===== config.mk =====
export PLATFORM = sky130hd
export DESIGN_NAME = horner_evaluator
export DESIGN_NICKNAME = d
export VERILOG_FILES = /design/src/hw/evb_pkg.sv /design/src/hw/horner_evaluator.sv
export SDC_FILE = /design/constraint.sdc
export NUM_CORES = 1
export LEC_CHECK = 0
export BUFFER_PORTS_ARGS = -buffer_cell sky130_fd_sc_hd__buf_2
export CAP_MARGIN = 10
export CORE_ASPECT_RATIO = 2
export CORE_MARGIN = 2
export CORE_UTILIZATION = 55
export CTS_BUF_LIST = sky130_fd_sc_hd__clkbuf_4 sky130_fd_sc_hd__clkbuf_8
export DETAILED_ROUTE_END_ITERATION = 12
export GPL_ROUTABILITY_DRIVEN = 0
export PLACE_DENSITY = 0.73
export SETUP_SLACK_MARGIN = 0.5
export SLEW_MARGIN = 15
export SYNTH_ARGS = -nofsm -noshare
export SYNTH_HDL_FRONTEND = slang
export SYNTH_SLANG_ARGS = --single-unit

===== constraint.sdc =====
create_clock -name clk -period 17 [get_ports clk]
set_input_delay 1.7 -clock clk [delete_from_list [all_inputs] [get_ports clk]]
set_output_delay 1.7 -clock clk [all_outputs]
set_load 0.01 [all_outputs]

===== src/hw/evb_pkg.sv =====
// Batch evaluation shared types
`default_nettype none

package evb_pkg;

	// ********************
	// Value widths
	// ********************

	typedef logic [15:0] data_t;      // Point or coefficient
	typedef logic [31:0] acc_t;       // Accumulator, wraps mod 2^32
	typedef logic [2:0]  poly_sel_t;  // Polynomial select A
	typedef logic [3:0]  degree_t;    // Degree N, 0 to 15
	typedef logic [4:0]  batch_t;     // Batch count and point index

	// ********************
	// Coefficient table
	// ********************

	localparam int POLY_COEFS = 16;                     // Slots per polynomial
	localparam int POLY_NUM   = 2 ** $bits(poly_sel_t);
	localparam int COEF_DEPTH = POLY_NUM * POLY_COEFS;

	// Slot A starts at A*16, coefficient index in the low bits
	typedef logic [$clog2(COEF_DEPTH)-1:0] coef_addr_t;

endpackage

`default_nettype wire

===== src/hw/horner_evaluator.sv =====
// Horner polynomial evaluator
`timescale 1ns/1ps
`default_nettype none

module horner_evaluator
	import evb_pkg::*;
#(
	parameter int buffer_size = 1024,
	localparam int pt_aw = $clog2(buffer_size)
)
(
	input  wire              clk,
	input  wire              rst,
	input  wire              rst_instr,     // Synchronous clear, active low
	input  wire              start_evp,
	input  wire  [pt_aw-1:0] point_addr,
	input  wire  poly_sel_t  A,
	input  wire  degree_t    N,
	input  wire  data_t      pt_rd_data,
	input  wire  data_t      coef_rd_data,
	output logic             pt_rd_en,
	output logic [pt_aw-1:0] pt_rd_addr,
	output logic             coef_rd_en,
	output coef_addr_t       coef_rd_addr,
	output logic             done_evp,
	output acc_t             result,
	output logic             result_valid
);

	localparam coef_addr_t slot_size = coef_addr_t'(POLY_COEFS);

	typedef enum logic [1:0] {
		s_idle,
		s_fetch_pt,
		s_stream,
		s_finish
	} ev_state_t;

	ev_state_t state, state_nxt;
	degree_t   idx;          // Coefficient index, counts N down to 0
	logic      pt_vld;       // Point read data valid this cycle
	logic      coef_vld;     // Coefficient read data valid this cycle
	data_t     x_q;
	acc_t      acc;
	acc_t      fold;
	acc_t      result_q;

	// ********************
	// Control
	// ********************

	always_comb
	begin
		state_nxt = state;
		case (state)
			s_idle:
				if (start_evp)
					state_nxt = s_fetch_pt;
			s_fetch_pt:
				state_nxt = s_stream;
			s_stream:
				if (idx == '0)
					state_nxt = s_finish;        // Last read is coefficient 0
			s_finish:
				state_nxt = s_idle;
			default:
				state_nxt = s_idle;
		endcase
	end

	always_ff @(posedge clk or negedge rst)
	begin
		if (!rst)
		begin
			state    <= s_idle;
			idx      <= '0;
			pt_vld   <= 1'b0;
			coef_vld <= 1'b0;
			result_q <= '0;
		end
		else if (!rst_instr)
		begin
			state    <= s_idle;
			idx      <= '0;
			pt_vld   <= 1'b0;
			coef_vld <= 1'b0;
			result_q <= '0;
		end
		else
		begin
			state    <= state_nxt;
			pt_vld   <= pt_rd_en;
			coef_vld <= coef_rd_en;
			if (state == s_fetch_pt)
				idx <= N;                        // Highest coefficient first
			else if (state == s_stream && idx != '0)
				idx <= idx - 1'b1;
			if (state == s_finish)
				result_q <= fold;                // Hold between strobes
		end
	end

	// ********************
	// Datapath
	// ********************

	// One Horner step per returned coefficient
	assign fold = acc * acc_t'(x_q) + acc_t'(coef_rd_data);

	always_ff @(posedge clk)
	begin
		if (pt_vld)
			x_q <= pt_rd_data;
		if (state == s_fetch_pt)
			acc <= '0;
		else if (coef_vld)
			acc <= fold;
	end

	assign pt_rd_en     = (state == s_fetch_pt);
	assign pt_rd_addr   = point_addr;
	assign coef_rd_en   = (state == s_stream);
	assign coef_rd_addr = coef_addr_t'(A) * slot_size + coef_addr_t'(idx);

	// Last fold lands in the strobe cycle
	assign done_evp     = (state == s_finish);
	assign result_valid = (state == s_finish);
	assign result       = (state == s_finish) ? fold : result_q;

endmodule

`default_nettype wire


# Yosys cells after proc, flatten, opt, wreduce, memory -nomap -nowiden

Index checks and enable logic that the tools add are counted.

Multipliers: 1
Equality and inequality tests: 6
Mux-type cells: 11
Reduce and logical (&&, ||, !) cells: 5
Add/sub/neg operators: 3

Operator list:

| operator                                              | count |
|---|---|
| 2-to-1 mux 32 bit                                     | 2 |
| adder 32 x 16 -> 32 bit                               | 1 |
| multiplier 32 x 16 -> 32 bit                          | 1 |
| 2-to-1 mux 4 bit                                      | 3 |
| one-hot mux 2 bit (4 select lines)                    | 1 |
| adder 7 x 4 -> 7 bit                                  | 1 |
| 2-to-1 mux 2 bit                                      | 3 |
| equality test 2 bit, second input constant            | 2 |
| logical NOT 4 bit                                     | 1 |
| nonzero test 4 bit                                    | 1 |
| subtractor 4 x 1 -> 4 bit, second input constant      | 1 |
| inequality test 3 x 1 -> 1 bit, second input constant | 1 |
| inequality test 3 x 2 -> 1 bit, second input constant | 1 |
| inequality test 3 bit, second input constant          | 1 |
| equality test 2 x 1 -> 1 bit, second input constant   | 1 |
| logical NOT 2 bit                                     | 1 |
| 2-to-1 mux 1 bit                                      | 2 |
| AND reduction 2 bit                                   | 1 |
| logical AND 1 bit                                     | 1 |

Register bits after elaboration: 88
Output and inout port bits: 53
Bits of input ports: 53

# Logic depth before layout (Yosys ltp)

Depth in word-level cells: 5
Mapped depth: 25
Mapped depth without buffers: 23

# Worst setup path before layout

OpenSTA, ideal clock, no wires.

Kind: register -> output
Start point: reg x_q[2]
End point: out result[24]
Required time: 15.300 ns
Cell stages (with the launch flop): 22
Data arrival time: 5.768 ns
Path buffers: 2
Setup slack: 9.532 ns
Cells stage by stage: edfxtp_1 -> clkbuf_1 -> clkbuf_1 -> nand2_1 -> fa_1 -> fa_1 -> fa_1 -> inv_1 -> fa_1 -> fa_1 -> inv_1 -> fa_1 -> inv_1 -> ha_1 -> a21oi_1 -> nand2_1 -> a21oi_1 -> a32oi_4 -> a31oi_2 -> o31ai_2 -> xor2_1 -> mux2_4

Cells in the longest elaborated chain, start to end: 3

Ends and longest elaborated chain:

| element                      | RTL line                | text |
|---|---|---|
| from (decl)                  | horner_evaluator.sv:43  | `data_t x_q;` |
| from (signal assigned)       | horner_evaluator.sv:113 | `x_q <= pt_rd_data;` |
| multiplier 32 x 16 -> 32 bit | horner_evaluator.sv:108 | `assign fold = acc * acc_t'(x_q) + acc_t'(coef_rd_data);` |
| adder 32 x 16 -> 32 bit      | horner_evaluator.sv:108 |  |
| 2-to-1 mux 32 bit            | -                       |  |
| to (decl)                    | horner_evaluator.sv:26  | `output acc_t result,` |

No other way between the ends.

# Worst setup path in the final report

Start point: reg x_q[11]
End point: out result[31]

The elaborated chain is that of the path after synthesis.

==> results.yml <==
floorplan:
  ios: 106
  die_h_um: 244
  start_util_pct: 55.4
  die_width_um: 124
  dieArea_um2: 30300
  core_um2: 28600
  rows: 88
clocking:
  clockBufferDepth: 2
  path_clk_slew_ns: 0.08
  cts_tree: "built"
  cts-root-buf: "clkbuf_8"
  clk_latency_ns: 0.35
  numCtsBuffers: 9
  cts_max_level: 3
  postCtsResizedCells: 0
  post_cts_buffers: 0
  cts.sinks: 88
  cts_hold_buffers: 0
finish:
  n_antenna_cell: 0
  area_delta_synth_final_pct: 4.91
  nets: 2198
  final_area_um2: 16600
  drive_gt1_share_pct: 8.78
setup_path:
  max_stage_delay_ns: 1.19
  rrSetupSlack_ns: 10.05
  rr_endpoint: "result_q[29]"
  cp-start-kind: "flop"
  cpMaxStageDelayCell: "edfxtp_1"
  worstReg2RegStart: "x_q[11]"
  crit_fanout: 21
  cp-end-kind: "output port"
  critPathRequiredTime_ns: 15.30
  path_class: "reg2out"
  cp_cell_sequence: "nand2_1, fa_1, inv_1, fa_1, fa_1, fa_1, fa_1, inv_1, fa_1, inv_1, ha_1, a21oi_1, o21ai_1, a221o_1, a32oi_2, o21ai_1, xnor2_1, mux2_4, buf_2"
  cpMostUsedCell: "fa_1"
  worstPathArrival_ns: 7.17
  worst-r2r-cell-count: 19
timing:
  skew_ns: 0.00917
  setup_tns_ns: 0
  tightest_slew_ns: 1.25
  slew_headroom_pct: 16.8
  period_share_pct: 52.2
  final-max-slew-violation-count: 0
  fmax_mhz: 113
  finalHoldViolCount: 0
  hold_slack_ns: 0.506
  period_needed_ns: 8.87
  rsz0062_at_grt: "false"
  setup-violations-final: 0
route:
  ant_nets: 0
  initialDrtViolationCount: 631
  drt_pre_antenna_iters: 6
  drt-vias-per-instance: 5.23
  vias: 10988
  drc_errors: 0
  avgRoutedWirePerCell_um: 17.2
  routed_wl_um: 36100
grt:
  grt.busiest_layer: "met2"
  grtUsageMet2_pct: 42.4
  grt_pass1_vias: 11610
  met3_usage_pct: 4.59
  track_usage_pct: 25.8
  grt_pass1_wl_um: 60500
  grt_max_degree: 42
  antenna_found_initial: 1
  overflow: 0
  use_met1_pct: 35.6
flow_run:
  drv_cap: 0
yosys:
  syn_area_um2: 15900
  yosys_warnings: 0
  synth_cells: 1726
  synth_nets: 2187
  yosysUniqueCellTypes: 51
  syn_avg_cell_area_um2: 9.18
  synth_seq_area_share_pct: 13.4
  synth-main-ff-cell: "dfrtp_1"
  synthArstFlopShare_pct: 45.5
  ys_ff_latch: 88
  synth_edf_count: 16
outcome:
  outcome: "completed"
placement:
  dp_hpwl_um: 27600
  post_dp_cell_area_um2: 16400
  port-buffer-count: 79
worst_hold_path:
  holdPathStages: 2
  min_from: "acc[31]"
  worstHoldPathType: "reg2reg"
  holdPathEnd: "acc[31]"
registers in the layout, summed over array words and instances (netlist names):
register	count
x_q	16
pt_vld	1
state	2
coef_vld	1
result_q	32
idx	4
acc	32
final cells by class:
class / count / area [um^2]
sequential: 88 / 2120
clock inverter: 3 / 66.3
clock buffer: 13 / 160
fill: 2575 / 12000
tap: 360 / 450
multi-input combinational: 1138 / 11800
inverter: 410 / 1540
timing repair buffer: 90 / 498
cell usage in the layout (no fill, tap or decap), types with 3 or more instances in the layout:
cell / n
nand2b_1: 3
clkbuf_8: 10
or3_1: 3
a21oi_1: 27
mux2i_1: 29
o21ai_0: 7
inv_1: 410
clkbuf_4: 3
xnor2_1: 44
nand3_1: 7
edfxtp_1: 16
and2_1: 200
a21oi_2: 4
xor2_1: 15
nor2_1: 45
a211oi_1: 7
o21a_1: 5
buf_2: 79
a31oi_1: 6
ha_1: 88
mux2_2: 25
buf_4: 10
o21ai_1: 9
nor3_1: 5
fa_1: 319
nand2_1: 255
dfxtp_1: 32
o31ai_2: 3
a21o_1: 4
dfrtp_1: 39
critical path: cells and delay by family (launching register included):
family,cells,cell delay (ns)
DFF,1,1.19
xor gates and xnor gates,1,0.34
muxes,1,0.22
buffers and inverters,4,0.27
adders and majority gates,7,3.42
AOI/OAI and AO/OA,5,1.15
and+or+nand+nor,1,0.20
routing by layer:
layer  vias to the layer above  share of wire [%]
met5                         -                  0
met4                         0                2.0
li1                       5021                  -
met1                      5554                 41
met2                       370                 50
met3                        43                6.7
per-stage QoR:
step                      setup WS (ns)  util (%)  cells
after detailed placement           8.45      57.2   2085
after global placement             8.54      57.2   2085
after floorplan                    9.53         -   1726
after global routing               7.91      58.1   2102
after CTS                          8.03      58.0   2101
final                              8.13      58.1   2102
synthesized netlist by cell type, types with 25 or more instances:
master    instances  area [um^2]
ha_1             89         1110
mux2_2           25          282
clkbuf_1         72          270
mux2i_1          29          290
dfrtp_1          40         1000
a21oi_1          27          135
nand2_1         255          957
fa_1            319         6390
dfxtp_1          32          641
nor2_1           45          169
xnor2_1          44          385
and2_1          200         1250
inv_1           410         1540
kinds of logic after synthesis:
group | count (synthesis) | synth area share (%)
and+or+nand+nor | 529 | 16.1
DFF | 88 | 13.4
xor gates and xnor gates | 60 | 3.36
buffers and inverters | 500 | 12.2
adders and majority gates | 408 | 47.3
AOI/OAI and AO/OA | 85 | 3.84
muxes | 56 | 3.80
worst max-delay path by stage:
stage | from | end | slack [ns]
2_1_floorplan | x_q[2] | result[24] | 9.53
3_3_place_gp | x_q[2] | result[31] | 8.54
3_5_place_dp | x_q[2] | result[31] | 8.45
4_1_cts | x_q[2] | result[31] | 8.03
5_1_grt | x_q[6] | result[31] | 7.91
6_report | x_q[11] | result[31] | 8.13
Power is not shown: default switching activity piles up to over one toggle a cycle in this logic, so the estimate is an artifact.
