File: src/hw/evb_pkg.sv
// Batch evaluation shared types
`default_nettype none

package evb_pkg;

	// ********************
	// Value widths
	// ********************

	typedef logic [15:0] data_t;      // Point or coefficient
	typedef logic [31:0] acc_t;       // Accumulator, wraps mod 2^32
	typedef logic [2:0]  poly_sel_t;  // Polynomial select A
	typedef logic [3:0]  degree_t;    // Degree N, 0 to 15
	typedef logic [4:0]  batch_t;     // Batch count and point index

	// ********************
	// Coefficient table
	// ********************

	localparam int POLY_COEFS = 16;                     // Slots per polynomial
	localparam int POLY_NUM   = 2 ** $bits(poly_sel_t);
	localparam int COEF_DEPTH = POLY_NUM * POLY_COEFS;

	// Slot A starts at A*16, coefficient index in the low bits
	typedef logic [$clog2(COEF_DEPTH)-1:0] coef_addr_t;

endpackage

`default_nettype wire
File: src/hw/evb_sequencer.sv
// Batch evaluation sequencer
`timescale 1ns/1ps
`default_nettype none

module evb_sequencer
	import evb_pkg::*;
#(
	parameter int buffer_size = 1024,
	localparam int pt_aw = $clog2(buffer_size)
)
(
	input  wire              clk,
	input  wire              rst,
	input  wire              rst_instr,     // Synchronous clear, active low
	input  wire              start_evb,
	input  wire  [pt_aw-1:0] point_base,
	input  wire  batch_t     b,
	input  wire  poly_sel_t  A,
	input  wire  degree_t    N,
	input  wire              done_evp,
	output logic             start_evp,
	output logic [pt_aw-1:0] point_addr,
	output poly_sel_t        A_job,
	output degree_t          N_job,
	output logic             busy,
	output logic             done_evb
);

	typedef enum logic [2:0] {
		s_idle,
		s_launch,
		s_wait,
		s_advance,
		s_end
	} seq_state_t;

	seq_state_t       state, state_nxt;
	batch_t           cnt;         // Index of the point in flight
	logic             accept;
	logic             last_pt;
	logic [pt_aw-1:0] base_q;
	batch_t           b_q;
	poly_sel_t        a_q;
	degree_t          n_q;

	// Start pulses while busy are dropped
	assign accept  = (state == s_idle) && start_evb;
	assign last_pt = (cnt == batch_t'(b_q - 1'b1));

	// ********************
	// Batch state machine
	// ********************

	always_comb
	begin
		state_nxt = state;
		case (state)
			s_idle:
				if (start_evb)
					state_nxt = s_launch;
			s_launch:
				state_nxt = s_wait;
			s_wait:
				if (done_evp)
					state_nxt = last_pt ? s_end : s_advance;
			s_advance:
				state_nxt = s_wait;              // Next point launched here
			s_end:
				state_nxt = s_idle;
			default:
				state_nxt = s_idle;
		endcase
	end

	always_ff @(posedge clk or negedge rst)
	begin
		if (!rst)
		begin
			state <= s_idle;
			cnt   <= '0;
		end
		else if (!rst_instr)
		begin
			state <= s_idle;                     // Abandon the batch
			cnt   <= '0;
		end
		else
		begin
			state <= state_nxt;
			if (accept)
				cnt <= '0;
			else if (state == s_wait && done_evp && !last_pt)
				cnt <= cnt + 1'b1;
		end
	end

	// Batch settings, held for the whole batch
	always_ff @(posedge clk)
	begin
		if (accept)
		begin
			base_q <= point_base;
			b_q    <= b;
			a_q    <= A;
			n_q    <= N;
		end
	end

	// ********************
	// Outputs
	// ********************

	assign start_evp  = (state == s_launch) || (state == s_advance);
	assign point_addr = base_q + pt_aw'(cnt);
	assign A_job      = a_q;
	assign N_job      = n_q;
	assign busy       = (state != s_idle);
	assign done_evb   = (state == s_end);

endmodule

`default_nettype wire

File: config.mk
export PLATFORM = sky130hd
export DESIGN_NAME = evb_sequencer
export DESIGN_NICKNAME = d
export VERILOG_FILES = /design/src/hw/evb_pkg.sv /design/src/hw/evb_sequencer.sv
export SDC_FILE = /design/constraint.sdc
export NUM_CORES = 1
export LEC_CHECK = 0
export BUFFER_PORTS_ARGS = -buffer_cell sky130_fd_sc_hd__buf_2
export CAP_MARGIN = 20
export CORE_MARGIN = 1
export CORE_UTILIZATION = 50
export CTS_BUF_LIST = sky130_fd_sc_hd__clkbuf_16
export DETAILED_ROUTE_END_ITERATION = 7
export PLACE_DENSITY_LB_ADDON = 0.08
export SKIP_LAST_GASP = 1
export SYNTH_ARGS = -nofsm -noshare
export SYNTH_HDL_FRONTEND = slang
export SYNTH_SLANG_ARGS = --single-unit
File: constraint.sdc
create_clock -name clk -period 4.1 [get_ports clk]
set_clock_uncertainty 0.15 [all_clocks]
set_input_delay 0.41 -clock clk [delete_from_list [all_inputs] [get_ports clk]]
set_output_delay 0.41 -clock clk [all_outputs]
set_load 0.1 [all_outputs]
Yosys cells after proc, flatten, opt, wreduce, memory -nomap -nowiden
Index checks and enable logic that the tools add are counted.
- register bits after elaboration: 30
- input bits: 27
- output and inout bits: 20
- logic and storage cells: 34
- add/subtract/negate cells: 3
- equal/unequal tests: 8
- multiplexer cells: 8
- reduce and logical (&&, ||, !) cells: 9
- operator list (operator ; count):
    5-bit 2-to-1 mux ; 3
    3-bit 2-to-1 mux ; 4
    10-bit by 5-bit adder with 10-bit output ; 1
    3-bit one-hot mux with 3 select lines ; 1
    3-bit by 2-bit equality test with 1-bit output, second input constant ; 2
    3-bit != test, second input constant ; 2
    5-bit by 1-bit adder with 5-bit output, second input constant ; 1
    5-bit equality test ; 1
    5-bit by 1-bit subtractor with 5-bit output, second input constant ; 1
    3-bit by 1-bit equality test with 1-bit output, second input constant ; 1
    3-bit equality test, second input constant ; 1
    1-bit logical AND ; 3
    3-bit logical NOT ; 1
    3-bit by 1-bit != test with 1-bit output, second input constant ; 1
    3-bit nonzero test ; 1
    2-bit AND reduction ; 1
    2-bit OR reduction ; 1
    1-bit logical NOT ; 1
    1-bit logical OR ; 1

Depth between registers and ports, before layout
Gate-level depths: netlist of run 1.
- depth in word-level cells: 7
- depth in mapped cells: 8
- mapped depth without buffers: 8

Least setup slack after synthesis of run 1
No wires, ideal clock.
- path kind: register to output
- start point: register cnt[1]
- end point: output point_addr[9]
- arrival: 4.710 ns
- required time: 3.540 ns
- path slack: -1.170 ns
- cell stages (with the launch flop): 6
- buffers on the path: 0
- cells stage by stage: dfrtp_1 -> ha_1 -> a21o_1 -> a21oi_1 -> o21ai_0 -> o311ai_0
- word-level cells in the longest chain between the ends: 1
- RTL lines (what ; RTL line ; RTL):
    from (decl) ; evb_sequencer.sv:38 ; batch_t cnt;
    from (signal assigned) ; evb_sequencer.sv:93 ; cnt <= cnt + 1'b1;
    10-bit by 5-bit adder with 10-bit output ; evb_sequencer.sv:114 ; assign point_addr = base_q + pt_aw'(cnt);
    to (decl) ; evb_sequencer.sv:22 ; output logic [pt_aw-1:0] point_addr,
No other way between the ends.

Final worst setup path of run 1
- start point: register cnt[0]
- end point: output point_addr[8]
The elaborated chain is that of the path after synthesis.

==> results of run 1 <==
[final cells by class]
type	count	area, um^2	area share
repair buffers	48	248	0.123
clock inverters	3	63.8	0.0316
inverters	12	45.0	0.0223
multi-input cells	90	638	0.316
clock buffers	5	125	0.0620
flip-flops and latches	30	861	0.426
well taps	31	38.8	0.0192
[per-stage QoR]
stage,std cells,area [um^2]
floorplan,133,1550
global placement,210,1820
detailed placement,210,1820
CTS,219,2020
global route,219,2020
finish,219,2020
[critical path, delay by kind of cell (launching register included)]
family | cells | cell delay [ns]
compound gates | 3 | 0.48
simple gates | 1 | 0.11
xor+xnor | 1 | 0.14
fa+ha+maj | 2 | 0.60
buf+inv | 2 | 0.50
flops | 1 | 0.45
[synth_stat cells, types with 4 or more instances]
library cell / number / area share
o21ai_0: 5 / 0.016
ha_1: 7 / 0.057
edfxtp_1: 22 / 0.43
dfrtp_1: 8 / 0.13
nor2b_1: 6 / 0.024
nor2_1: 4 / 0.0097
a21oi_1: 8 / 0.026
xnor2_1: 8 / 0.045
or4_1: 4 / 0.019
inv_1: 12 / 0.029
nand2_1: 9 / 0.022
[where the power goes]
group	internal, mW	total (mW)	switching, mW
clock	0.345	0.472	0.126
combinational	0.0410	0.198	0.157
sequential	0.351	0.365	0.0139
[how the worst min path moves through the flow]
stage | startpoint | end | slack [ns]
after floorplan | rst | cnt[0] | -0.04
after global placement | rst | cnt[2] | 0.11
after detailed placement | rst | cnt[2] | 0.11
after CTS | b[4] | b_q[4] | 0.15
after global routing | b[3] | b_q[3] | 0.15
final | b[1] | b_q[1] | 0.16
[logic make-up after synthesis]
| group | Yosys count | synth area share |
|---|---|---|
| xor gates and xnor gates | 10 | 0.0565 |
| muxes | 1 | 0.00646 |
| AOI/OAI and AO/OA | 27 | 0.111 |
| adders and majority gates | 8 | 0.0695 |
| DFF | 30 | 0.556 |
| and+or+nand+nor | 44 | 0.164 |
| buffers and inverters | 13 | 0.0363 |
[flip-flops by register name (all words and copies together), names as in the netlist]
name and flops:
cnt 5, b_q 5, N_job 4, state 3, base_q 10, A_job 3
[repair_timing]
action	4_1_cts	5_1_grt
setup buffers	0	0
hold endpoints to repair	8	0
hold buffers	1	0
[layer usage]
metal,up-vias,share of wire
met1,577,0.42
met4,0,0.026
li1,604,-
met3,9,0.065
met5,-,0
met2,39,0.49
==> reports/qor.yml, run 1 <==
cts:
  clock_sinks: 30
  cts_made_buffers: 5
  cts_root_buffer: "clkbuf_16"
  cts_resized: 0
  cts.htree.levels: 2
  clock_path_buffers: 2
  insertion_delay_ns: 0.28
  cts.clk_slew.worst_paths_ns: 0.05
  cts_tree: "built"
die:
  coreArea_mm2: 0.00285
  die_w_um: 57.7
  ioPinCount: 47
  start_util: 0.543
  die_area_mm2: 0.00332
  die_h_um: 57.7
  std_cell_rows: 19
place:
  place_ws_ns: 1.26
  port_buffers: 46
  dpl.hpwl_mm: 2.19
  gp_congestion: 0.797
timing:
  rsz0062_at_grt: "no"
  slew_headroom: 0.474
  fin_crit_ns: 3.11
  maxSlewViolCount: 0
  setup_ws_ns: 0.990
  fmax_ghz: 0.322
  finalCritPeriodShare: 0.758
  final.setup.tns_ns: 0
  tightest_slew_ns: 0.789
  hold_viol: 0
  finalSetupViolations: 0
  hold_ws_ns: 0.156
logic_synthesis:
  ys_seq_area_frac: 0.556
  synth_enable_flop_cells: 22
  syn_area_per_cell_um2: 11.6
  synth_nets: 168
  async_flop_share: 0.267
  yosys_register_bits: 30
  syn-instance-count: 133
  synth_area_mm2: 0.00155
  yosys_warnings: 0
  ys.flop_type: "edfxtp_1"
  synth_cell_types: 38
layout:
  drive_gt1_frac: 0.298
  utilization: 0.708
  area_delta_synth_final_pct: 30.4
  mostFrequentLayoutCell: "buf_2"
  fillCellCount: 207
  antenna_cells: 0
  layout.nets: 222
  final_cell_mix: "46 x buf_2, 22 x edfxtp_1, 12 x inv_1, 9 x nand2_1"
setup_path:
  reg2reg_depth: 7
  r2r-start: "b_q[0]"
  crit_fanout: 6
  cp-endpoint: "point_addr[8]"
  r2r_slack_ns: 1.51
  required_ns: 3.54
  slowest_delay_ns: 0.45
  cp.arrival_ns: 2.55
  crit_chain: "ha_1, inv_1, fa_1, nor2b_1, o21ai_0, a21oi_1, o2111ai_1, xnor2_1, buf_2"
  end_kind: "output port"
  crit_path_start: "cnt[0]"
  regToRegEndpoint: "state[0]"
  cp-start-kind: "register"
  worstSetupPathType: "register to output port"
  cp_slowest_cell: "dfrtp_1"
detailed_routing:
  route.detailed.drc: 2
  num_vias: 1229
  drtAntennaViolNets: 0
  vias_per_cell: 5.61
  firstDrtPassIters: 6
  drt-initial-drc-count: 48
  drt-wirelength-per-cell_um: 14.4
  wirelength_mm: 3.15
grt:
  met1_usage: 0.230
  met3_usage: 0.0848
  grt_max_degree: 25
  gr-total-overflow: 0
  grt_antenna_before_repair: 0
  top_usage_layer: "met2"
  use_met2: 0.342
  grt_pass1_vias: 1140
  grt_usage: 0.208
  grt_pass1_wl_mm: 4.97
power_and_ir_drop:
  p_total_mw: 1.03
  power.density_mw_per_mm2: 512
  leakagePower_nw: 0.891
  vdd_drop_max_mv: 0.310
hold_path:
  holdCritPathClass: "primary input to register"
  hold_depth: 1
status:
  violations: "design-rule violations"
  status: "complete, but fails checks"
job:
  maxCapViolations: 0
Power figures use the tool's default switching activity.
==> run 2: changes to the inputs <==
--- a/config.mk
+++ b/config.mk
@@ -5,10 +5,11 @@
 export SDC_FILE = /design/constraint.sdc
 export NUM_CORES = 1
 export LEC_CHECK = 0
+export ABC_AREA = 1
 export BUFFER_PORTS_ARGS = -buffer_cell sky130_fd_sc_hd__buf_2
 export CAP_MARGIN = 20
 export CORE_MARGIN = 1
-export CORE_UTILIZATION = 50
+export CORE_UTILIZATION = 46
 export CTS_BUF_LIST = sky130_fd_sc_hd__clkbuf_16
 export DETAILED_ROUTE_END_ITERATION = 7
 export PLACE_DENSITY_LB_ADDON = 0.08
==> constraint.sdc (replaced) <==
create_clock -name clk -period 2.6 [get_ports clk]
set_clock_uncertainty 0.15 [all_clocks]
set_input_delay 0.26 -clock clk [delete_from_list [all_inputs] [get_ports clk]]
set_output_delay 0.26 -clock clk [all_outputs]
set_load 0.1 [all_outputs]
==> run 2 against run 1 <==
Effect of this change: the run now ends clean; register-to-register slack got worse by 0.74 ns; combinational power rose to 3.3 times the previous value; synthesized area is 4.8% higher; hold slack got worse by 0.15 ns; power rose by 76%; critical path depth fell by 4; sequential share of layout area decreased by 5.3 points; first-iteration DRC count grew 25%; core utilization decreased by 2.3 points; critical path type unchanged.
==> reports/qor.yml, run 2 <==
status:
  status: "complete, no violations"  # was complete, but fails checks
power_and_ir_drop:
  power.internal_mw: 1.09  # was 0.738 mW
  leakagePower_nw: 1.11  # was 0.891 nW
  combPwrFrac: 0.358  # was 0.191
  switchingPower_mw: 0.735  # was 0.297 mW
  pwr-share-clk: 0.301  # was 0.456
  seqPwrFrac: 0.341  # was 0.353
  swShare: 0.403  # was 0.287
  power.density_mw_per_mm2: 792  # was 512 mW/mm^2
  vdd_drop_max_mv: 0.590  # was 0.310 mV
  p_total_mw: 1.82  # was 1.03 mW
logic_synthesis:
  synth_cell_types: 26  # was 38
  synthTopCellsByArea: "edfxtp_1 41%, dfrtp_1 12%, nand2_1 11%"  # was edfxtp_1 43%, dfrtp_1 13%, ha_1 5.7%
  async_flop_share: 0.267  # unchanged
  syn_area_per_cell_um2: 9.38  # was 11.6 um^2
  synth_top_area_cell: "edfxtp_1"  # unchanged
  yosys_register_bits: 30  # unchanged
  ys.flop_type: "edfxtp_1"  # unchanged
  synth_area_mm2: 0.00162  # was 0.00155 mm^2
  yosys-top-cells-count: "46 x nand2_1, 27 x inv_1, 22 x edfxtp_1"  # was 22 x edfxtp_1, 12 x inv_1, 9 x nand2_1
  yosysMostFrequentCell: "nand2_1"  # was edfxtp_1
  yosys_warnings: 0  # unchanged
  synth_nets: 208  # was 168
  synth_enable_flop_cells: 22  # unchanged
  synth_top_area_frac: 0.407  # was 0.426
  syn-instance-count: 173  # was 133
  ys_seq_area_frac: 0.530  # was 0.556
layout:
  antenna_cells: 0  # unchanged
  mostFrequentLayoutCell: "nand2_1"  # was buf_2
  utilization: 0.685  # was 0.708
  largest_registers: "base_q (10), b_q (5), cnt (5)"  # unchanged
  largest_reg_flops: 10  # unchanged
  top_register: "base_q"  # unchanged
  finalNonFillerCells: 281  # was 219
  final_cell_mix: "45 x nand2_1, 40 x buf_2, 27 x inv_1, 22 x edfxtp_1, 12 x nand3_1"  # was 46 x buf_2, 22 x edfxtp_1, 12 x inv_1, 9 x nand2_1
  layout.nets: 269  # was 222
  drive_gt1_frac: 0.353  # was 0.298
  area_delta_synth_final_pct: 42.0  # was 30.4%
timing:
  fmax_ghz: 0.399
  fin_crit_ns: 2.50
  hold_viol: 0  # unchanged
  maxSlewViolCount: 0  # unchanged
  rsz0062_at_grt: "no"  # unchanged
  setup_ws_ns: 0.0964  # was 0.990 ns
  slew_headroom: 0.672  # was 0.474
  hold_ws_ns: 0.00793  # was 0.156 ns
  finalSetupViolations: 0  # unchanged
  finalCritPeriodShare: 0.963
  tightest_slew_ns: 0.496  # was 0.789 ns
setup_path:
  required_ns: 2.19  # was 3.54 ns
  crit_fanout: 6  # unchanged
  worstSetupPathType: "register to output port"  # unchanged
  regToRegEndpoint: "cnt[2]"  # was state[0]
  reg2reg_depth: 13  # was 7
  end_kind: "output port"  # unchanged
  r2r_slack_ns: 0.77  # was 1.51 ns
  cp-start-kind: "register"  # unchanged
  cp.arrival_ns: 2.09  # was 2.55 ns
  r2r-start: "b_q[0]"  # unchanged
detailed_routing:
  num_vias: 1412  # was 1229
  wirelength_mm: 3.48  # was 3.15 mm
  route.detailed.drc: 0  # was 2
  drt-wirelength-per-cell_um: 12.4  # was 14.4 um
  vias_per_cell: 5.02  # was 5.61
  drt-initial-drc-count: 60  # was 48
  drtAntennaViolNets: 0  # unchanged
  firstDrtPassIters: 4  # was 6
job:
  maxCapViolations: 0  # unchanged
die:
  die_h_um: 61.4  # was 57.7 um
  std_cell_rows: 21  # was 19
  die_area_mm2: 0.00377  # was 0.00332 mm^2
  die_w_um: 61.4  # was 57.7 um
  ioPinCount: 47  # unchanged
  start_util: 0.483  # was 0.543
  coreArea_mm2: 0.00336  # was 0.00285 mm^2
cts:
  cts_tree: "built"  # unchanged
  clock_sinks: 30  # unchanged
  insertion_delay_ns: 0.27  # was 0.28 ns
  cts_root_buffer: "clkbuf_16"  # unchanged
  cts.clk_slew.worst_paths_ns: 0.05  # about the same
  clock_path_buffers: 2  # unchanged
  cts_made_buffers: 5  # unchanged
  post-cts-setup-buffer-count: 0  # unchanged
  cts.htree.levels: 2  # unchanged
grt:
  grt_max_degree: 16  # was 25
  gr-total-overflow: 0  # unchanged
  grt_antenna_before_repair: 0  # unchanged
  grt_pass1_wl_mm: 5.54  # was 4.97 mm
  grt_usage: 0.210  # was 0.208
  grt_pass1_vias: 1297  # was 1140
place:
  dpl.hpwl_mm: 2.70  # was 2.19 mm
  dp.cells: 272  # was 210
  gp_congestion: 0.941  # was 0.797
  port_buffers: 46  # unchanged
  place_ws_ns: 0.127  # was 1.26 ns
hold_path:
  min_from: "N[0]"  # was b[1]
  hold_depth: 1  # unchanged
  holdCritPathClass: "primary input to register"  # unchanged
  holdPathEnd: "N_job[0]"  # was b_q[1]
## run 2: changes by cell type after synthesis, moves of 3 or more
cell	previous run	this run
a21oi_1	8	5
inv_1	12	27
or4_1	4	0
nor2_1	4	12
o21ai_0	5	2
or3_1	3	0
nand3_1	3	13
nor2b_1	6	0
nand2_1	9	46
xnor2_1	8	3
xor2_1	2	6
## run 2: metal layers
layer / wire [um] / up-vias / global-route usage
li1: - / 690 / -
met1: 1430 / 653 / 0.255
met2: 1730 / 59 / 0.339
met3: 242 / 10 / 0.0735
met4: 77 / 0 / 0.0921
met5: 0 / - / 0
## run 2: power by group through the flow
| stage | Sequential [mW] | Combinational, mW | Clock, mW |
|---|---|---|---|
| floorplan | 0.731 | 0.398 | 0 |
| global placement | 0.630 | 0.639 | 0 |
| detailed placement | 0.632 | 0.650 | 0 |
| CTS | 0.623 | 0.654 | 0.556 |
| global route | 0.630 | 0.691 | 0.571 |
| finish | 0.623 | 0.654 | 0.549 |
## run 2: cells by family after synthesis
kind of cell,after synthesis,synth area share
adder cells (fa/ha/maj),8,0.0663
XOR/XNOR,9,0.0486
flip-flops,30,0.530
buffers and inverters,27,0.0625
AND/OR/NAND/NOR,87,0.248
AO/OA/AOI/OAI,12,0.0439
## run 2: how the worst max path moves through the flow
| stage | cells after the start | to | from | slack [ns] |
|---|---|---|---|---|
| finish | 5 | point_addr[5] | cnt[4] | 0.1 |
| floorplan | 7 | point_addr[6] | cnt[0] | -0.29 |
| detailed placement | 6 | point_addr[9] | cnt[4] | 0.13 |
| global placement | 6 | point_addr[9] | cnt[4] | 0.18 |
| global route | 5 | point_addr[5] | cnt[4] | 0.0002 |
| CTS | 8 | point_addr[8] | cnt[0] | 0.008 |
## run 2: cell type report
class | count | area (um^2)
inverter | 27 | 101
fill | 289 | 1060
tap | 46 | 57.6
clock buffer | 5 | 125
clock inverter | 3 | 16.3
multi-input combinational | 116 | 773
sequential | 30 | 861
timing repair buffer | 54 | 370
## run 2: per-stage QoR
step                      TNS [ns]  cell area [um^2]
after floorplan             -0.398              1710
after global placement           0              2130
after detailed placement         0              2130
after CTS                        0              2290
after global routing             0              2300
final                            0              2300
## run 2: critical path: stages, from the launching register on
cell	delay, ns
dfrtp_1	0.45
ha_2	0.37
a21oi_1	0.26
o221ai_1	0.23
xor2_2	0.16
clkbuf_4	0.34
## run 2: repair_timing
action                     4_1_cts  5_1_grt
hold endpoints to repair         8        0
setup endpoints to repair        2        4
resized for setup                3        6
hold buffers                     1        0
